## src/logic/div_pkg.sv

```systemverilog
package div_pkg;

   // operand and result width
   localparam int DATA_W = 32;

   // apb byte address, offsets reach 0x14
   localparam int ADDR_W = 5;

   // step counter of the divider core
   localparam int CNT_W = $clog2(DATA_W) + 1;

   // register offsets, also used as bus opcodes
   typedef enum logic [ADDR_W-1:0] {
      REG_DIVIDEND  = 5'h00,
      REG_DIVISOR   = 5'h04,
      REG_CTRL      = 5'h08,  // write only, bit 0 starts a division
      REG_STATUS    = 5'h0C,  // bit 0 busy, bit 1 done
      REG_QUOTIENT  = 5'h10,
      REG_REMAINDER = 5'h14
   } reg_sel_e;

   // divider core states
   typedef enum logic {
      DIV_IDLE = 1'b0,
      DIV_RUN  = 1'b1
   } div_state_e;

endpackage
```

## src/logic/div_apb_top.sv

```systemverilog
`timescale 1ns/1ns

module div_apb_top (
   input  logic                       clk_i,
   input  logic                       arst_i,
   input  logic                       psel_i,
   input  logic                       penable_i,
   input  logic                       pwrite_i,
   input  logic [div_pkg::ADDR_W-1:0] paddr_i,
   input  logic [div_pkg::DATA_W-1:0] pwdata_i,
   output logic [div_pkg::DATA_W-1:0] prdata_o,
   output logic                       pready_o,
   output logic                       pslverr_o
);
   import div_pkg::*;

   // regs to core
   logic              start;
   logic [DATA_W-1:0] dividend;
   logic [DATA_W-1:0] divisor;

   // core to regs
   logic              busy;
   logic              done;
   logic [DATA_W-1:0] quotient;
   logic [DATA_W-1:0] remainder;

   div_regs u_regs (
      .clk_i       (clk_i),
      .arst_i      (arst_i),
      .psel_i      (psel_i),
      .penable_i   (penable_i),
      .pwrite_i    (pwrite_i),
      .paddr_i     (paddr_i),
      .pwdata_i    (pwdata_i),
      .prdata_o    (prdata_o),
      .pready_o    (pready_o),
      .pslverr_o   (pslverr_o),
      .busy_i      (busy),
      .done_i      (done),
      .quotient_i  (quotient),
      .remainder_i (remainder),
      .start_o     (start),
      .dividend_o  (dividend),
      .divisor_o   (divisor)
   );

   div_shift_sub u_div (
      .clk_i       (clk_i),
      .arst_i      (arst_i),
      .start_i     (start),
      .dividend_i  (dividend),
      .divisor_i   (divisor),
      .busy_o      (busy),
      .done_o      (done),
      .quotient_o  (quotient),
      .remainder_o (remainder)
   );

endmodule

```

## src/logic/div_regs.sv

```systemverilog
`timescale 1ns/1ns

module div_regs (
   input  logic                       clk_i,
   input  logic                       arst_i,

   // apb slave
   input  logic                       psel_i,
   input  logic                       penable_i,
   input  logic                       pwrite_i,
   input  logic [div_pkg::ADDR_W-1:0] paddr_i,
   input  logic [div_pkg::DATA_W-1:0] pwdata_i,
   output logic [div_pkg::DATA_W-1:0] prdata_o,
   output logic                       pready_o,
   output logic                       pslverr_o,

   // divider core
   input  logic                       busy_i,
   input  logic                       done_i,
   input  logic [div_pkg::DATA_W-1:0] quotient_i,
   input  logic [div_pkg::DATA_W-1:0] remainder_i,
   output logic                       start_o,
   output logic [div_pkg::DATA_W-1:0] dividend_o,
   output logic [div_pkg::DATA_W-1:0] divisor_o
);
   import div_pkg::*;

   reg_sel_e          sel;
   logic              access;
   logic              wr_ok;      // write that passes the error check
   logic              err;

   logic [DATA_W-1:0] dividend_q;
   logic [DATA_W-1:0] divisor_q;
   logic [DATA_W-1:0] quotient_q;
   logic [DATA_W-1:0] remainder_q;
   logic              done_q;     // sticky until the next start

   assign sel    = reg_sel_e'(paddr_i);
   assign access = psel_i & penable_i;

   // error decode
   always_comb begin
      err = 1'b0;
      case (sel)
         REG_DIVIDEND,
         REG_DIVISOR,
         REG_CTRL:      err = pwrite_i & busy_i;  // operands locked during a run
         REG_STATUS,
         REG_QUOTIENT,
         REG_REMAINDER: err = pwrite_i;           // read only
         default:       err = 1'b1;               // unmapped
      endcase
   end

   assign pslverr_o = access & err;
   assign pready_o  = 1'b1;  // no wait states
   assign wr_ok     = access & pwrite_i & ~err;

   // a ctrl write while busy is refused by err
   assign start_o = wr_ok & (sel == REG_CTRL) & pwdata_i[0];

   // operand registers
   always_ff @(posedge clk_i or posedge arst_i) begin
      if (arst_i) begin
         dividend_q <= '0;
         divisor_q  <= '0;
      end else if (wr_ok) begin
         if (sel == REG_DIVIDEND) dividend_q <= pwdata_i;
         if (sel == REG_DIVISOR)  divisor_q  <= pwdata_i;
      end
   end

   // result latches, taken when the core pulses done
   always_ff @(posedge clk_i or posedge arst_i) begin
      if (arst_i) begin
         quotient_q  <= '0;
         remainder_q <= '0;
      end else if (done_i) begin
         quotient_q  <= quotient_i;
         remainder_q <= remainder_i;
      end
   end

   // sticky done
   always_ff @(posedge clk_i or posedge arst_i) begin
      if (arst_i) begin
         done_q <= 1'b0;
      end else if (start_o) begin
         done_q <= 1'b0;  // a new run wins over a finishing one
      end else if (done_i) begin
         done_q <= 1'b1;
      end
   end

   // read mux, valid during the access phase
   always_comb begin
      prdata_o = '0;
      case (sel)
         REG_DIVIDEND:  prdata_o = dividend_q;
         REG_DIVISOR:   prdata_o = divisor_q;
         REG_STATUS:    prdata_o = {{(DATA_W - 2){1'b0}}, done_q, busy_i};
         REG_QUOTIENT:  prdata_o = quotient_q;
         REG_REMAINDER: prdata_o = remainder_q;
         default:       prdata_o = '0;  // ctrl and holes read as zero
      endcase
   end

   assign dividend_o = dividend_q;
   assign divisor_o  = divisor_q;

endmodule

```

## src/logic/div_shift_sub.sv

```systemverilog
`timescale 1ns/1ns

module div_shift_sub (
   input  logic                       clk_i,
   input  logic                       arst_i,
   input  logic                       start_i,
   input  logic [div_pkg::DATA_W-1:0] dividend_i,
   input  logic [div_pkg::DATA_W-1:0] divisor_i,
   output logic                       busy_o,
   output logic                       done_o,
   output logic [div_pkg::DATA_W-1:0] quotient_o,
   output logic [div_pkg::DATA_W-1:0] remainder_o
);
   import div_pkg::*;

   div_state_e        state_q;
   logic [CNT_W-1:0]  step_q;     // steps taken in this run
   logic [2*DATA_W:0] rq_q;       // partial remainder on top, dividend/quotient below
   logic [DATA_W-1:0] divisor_q;
   logic              done_q;

   logic [2*DATA_W:0] rq_shift;
   logic [DATA_W+1:0] trial;
   logic              last_step;

   // shift first, then try to subtract from the upper part
   assign rq_shift  = {rq_q[2*DATA_W-1:0], 1'b0};
   assign trial     = {1'b0, rq_shift[2*DATA_W:DATA_W]} - {2'b00, divisor_q};
   assign last_step = (step_q == CNT_W'(DATA_W - 1));

   always_ff @(posedge clk_i or posedge arst_i) begin
      if (arst_i) begin
         state_q   <= DIV_IDLE;
         step_q    <= '0;
         rq_q      <= '0;
         divisor_q <= '0;
         done_q    <= 1'b0;
      end else begin
         done_q <= 1'b0;  // single cycle pulse
         case (state_q)
            DIV_IDLE: begin
               if (start_i) begin
                  rq_q      <= {{(DATA_W + 1){1'b0}}, dividend_i};
                  divisor_q <= divisor_i;
                  step_q    <= '0;
                  state_q   <= DIV_RUN;
               end
            end
            DIV_RUN: begin
               // msb of trial set means the subtraction borrowed
               if (!trial[DATA_W+1]) begin
                  rq_q <= {trial[DATA_W:0], rq_shift[DATA_W-1:1], 1'b1};
               end else begin
                  rq_q <= rq_shift;  // restore, quotient bit 0
               end
               step_q <= step_q + 1'b1;
               if (last_step) begin
                  state_q <= DIV_IDLE;
                  done_q  <= 1'b1;
               end
            end
         endcase
      end
   end

   assign busy_o      = (state_q == DIV_RUN);
   assign done_o      = done_q;

   // results hold in idle until the next start
   assign quotient_o  = rq_q[DATA_W-1:0];
   assign remainder_o = rq_q[2*DATA_W-1:DATA_W];

endmodule

```

## config.mk

```make
export PLATFORM = sky130hd
export DESIGN_NAME = div_apb_top
export DESIGN_NICKNAME = d
export VERILOG_FILES = /design/src/logic/div_pkg.sv /design/src/logic/div_apb_top.sv /design/src/logic/div_regs.sv /design/src/logic/div_shift_sub.sv
export SDC_FILE = /design/constraint.sdc
export NUM_CORES = 1
export LEC_CHECK = 0
export ABC_AREA = 1
export BUFFER_PORTS_ARGS = -buffer_cell sky130_fd_sc_hd__buf_2
export CAP_MARGIN = 20
export CORE_MARGIN = 8
export CORE_UTILIZATION = 35
export DETAILED_ROUTE_END_ITERATION = 10
export PLACE_DENSITY = 0.55
export SETUP_SLACK_MARGIN = 0.02
export SLEW_MARGIN = 20
export SYNTH_ARGS = -nofsm -noshare
export SYNTH_HDL_FRONTEND = slang
export SYNTH_SLANG_ARGS = --single-unit
```

## constraint.sdc

```tcl
create_clock -name clk_i -period 18.6 [get_ports clk_i]
set_clock_uncertainty 0.05 [all_clocks]
set_input_delay 2.79 -clock clk_i [delete_from_list [all_inputs] [get_ports clk_i]]
set_output_delay 2.79 -clock clk_i [all_outputs]
set_load 0.05 [all_outputs]
```

==> metrics.yaml <==
timing:
  final_max_slew_viol_count: 0
  setup_viol: 0
  slew_headroom_pct: 33.4
  finalCritPeriodShare_pct: 41.5
  fmax_mhz: 129
  hold_viol: 0
  rsz0062_at_grt: "no"
  hold_ws_ns: 0.437
  worst_pin_slew_ns: 0.997
  fin_setup_tns_ns: 0
  fin_crit_ns: 7.73
worst_setup_path:
  cp_slowest_cell: "inv_1"
  crit_required_ns: 15.76
  worstSetupPathType: "in2out"
  cp_common_cell: "buf_2"
  crit_chain: "buf_2, nor2_2, nand2_1, nor3_1, inv_1, o22ai_1, a21oi_1, o221ai_1, buf_2"
  worstSetupEndpointType: "output port"
  rrSetupSlack_ns: 14.26
  slowest_delay_ns: 0.55
  worstPathArrival_ns: 4.89
  cp_max_fo: 31
  start_kind: "input pin"
synth:
  synth.top_cell.area_share_pct: 45.3
  synth-edff-count: 0
  netlist_area_um2: 12900
  ys_types: 38
  synthTopCellsByArea: "dfrtp_1 (45%), nand2_1 (16%), inv_1 (9.2%)"
  syn_avg_cell_area_um2: 7.16
  synth_top_area_cell: "dfrtp_1"
  netlist_instances: 1798
  seq_area_frac_synth_pct: 45.3
  ys_top_cells_by_count: "nand2_1 (558), inv_1 (316), dfrtp_1 (233)"
  synth-seq-cells: 233
  post-synth-top-count-cell: "nand2_1"
  synth-warning-count: 0
  ys.flop_type: "dfrtp_1"
  synth_fp_nets: 1874
  async_flop_share_pct: 100
pwr:
  finalPower_uw: 1800
  p_leak_uw: 0.00752
  p_per_area_nw_per_um2: 125
  ir_worst_vdd_uv: 77.1
die:
  die-area_um2: 43200
  die_w_um: 208
  fp-row-count: 70
  core-area_um2: 36400
  initial_core_util_pct: 35.4
  io_pins: 76
  die_y_um: 208
grt:
  overflow: 0
  grt_pass1_vias: 10900
  grt_usage_pct: 16.6
  grt_pass1_wl_um: 59600
  antenna_found_initial: 1
  grt_max_degree: 106
cells_and_area:
  syn_to_final_growth_pct: 12.2
  n_antenna_cell: 0
  fin_util_pct: 39.6
  finalNetCount: 1911
  drive_gt1_share_pct: 7.55
flow_run:
  drv_cap: 0
place:
  place.gp.congestion: 0.895
  post-dp-hpwl_um: 25900
  portBuffers: 74
routing:
  wl_um: 36100
  drc: 0
  wl_per_cell_um: 15.5
  route.detailed.vias_per_inst: 4.85
  drtIter0Drc: 789
  vias: 11300
  postRouteAntennaNets: 0
  drt_first_pass_iters: 5
outcome:
  status: "finished clean"
clock_tree:
  cts_tree: "yes"
  cts.clk_slew.worst_paths_ns: 0.06
  cts_resized: 0
  clk_latency_ns: 0.53
  cts.sinks: 233
  clock-root-buffer: "clkbuf_16"
  cts_made_buffers: 26
  ctsHtreeMaxLevel: 1
  postCtsSetupBuffers: 0
  clockBufferDepth: 3
  holdBufCountCts: 0
hold_path:
  min_path_type: "reg2reg"
## state kept, by name, summed over array words and instances, names as in the netlist
signal and flops:
u_div.rq_q 64, u_div.busy_o 1, u_div.divisor_q 32, u_regs.dividend_o 32
u_regs.remainder_q 32, u_div.step_q 6, u_regs.divisor_o 32, u_regs.quotient_q 32
u_div.done_o 1, u_regs.done_q 1
## layout by cell type (no fill, tap or decap), types with 3 or more instances in the layout
master	n
a21oi_1	107
and2_1	3
buf_2	74
buf_4	11
clkbuf_1	6
clkbuf_16	27
clkinv_2	8
dfrtp_1	231
ha_1	33
inv_1	315
inv_6	3
nand2_1	558
nand3_1	57
nand3_2	3
nand3b_1	21
nand4_1	7
nor2_1	113
nor3_1	7
o21ai_0	160
o21ai_1	39
o22ai_1	32
xnor2_1	13
## report_power, final
part	leakage (uW)	total [uW]	switching (uW)	internal (uW)
Combinational	0.00414	576	397	179
Clock	0.000427	515	212	303
Sequential	0.00296	712	86.5	626
Total	0.00752	1800	696	1110
## logic make-up after synthesis
group / Yosys count / share of synthesized area (%)
AOI/OAI and AO/OA: 344 / 13.8
xor gates and xnor gates: 15 / 1.02
adders and majority gates: 34 / 3.36
buffers and inverters: 394 / 12.0
DFF: 233 / 45.3
muxes: 1 / 0.0777
other: 1 / 0.0291
and+or+nand+nor: 776 / 24.4
## metal layers
| metal | vias up | part of all wire [%] | GRT usage [%] |
|---|---|---|---|
| met1 | 5291 | 50 | 24.3 |
| met3 | 46 | 4.5 | 2.04 |
| li1 | 5668 | - | - |
| met2 | 250 | 44 | 25.6 |
| met5 | - | 0 | 0 |
| met4 | 0 | 1.9 | 4.04 |
## critical path: cells and delay by family
family / cells / cell delay (ns)
buf+inv: 3 / 0.97
compound gates: 3 / 0.43
simple gates: 3 / 0.70
## stage by stage
stage / setup slack (ns) / area (um2) / instances
finish: 10.87 / 14400 / 2323
detailed placement: 10.84 / 13600 / 2275
CTS: 10.83 / 14400 / 2323
global placement: 10.99 / 13600 / 2275
global route: 10.59 / 14400 / 2323
floorplan: 9.37 / 12900 / 1798
## area by class of cell
class | instances | area [um2]
flip-flops and latches | 233 | 5840
clock inverters | 13 | 126
repair buffers | 85 | 453
inverters | 318 | 1200
fillers | 3881 | 22000
multi-input cells | 1171 | 5520
clock buffers | 35 | 726
well taps | 468 | 586
## worst paths after layout
check	startpoint	to	cells after the start
max	paddr_i[1]	prdata_o[0]	9
min	u_regs.dividend_o[17]	u_regs.dividend_o[17]	2
max reg2reg	u_div.rq_q[38]	u_div.rq_q[51]	15
min reg2reg	u_regs.dividend_o[17]	u_regs.dividend_o[17]	2
max in group asynchronous	arst_i	u_regs.dividend_o[17]	3
min in group asynchronous	arst_i	u_div.rq_q[5]	2
No activity file was read; power rests on OpenSTA's default activity.
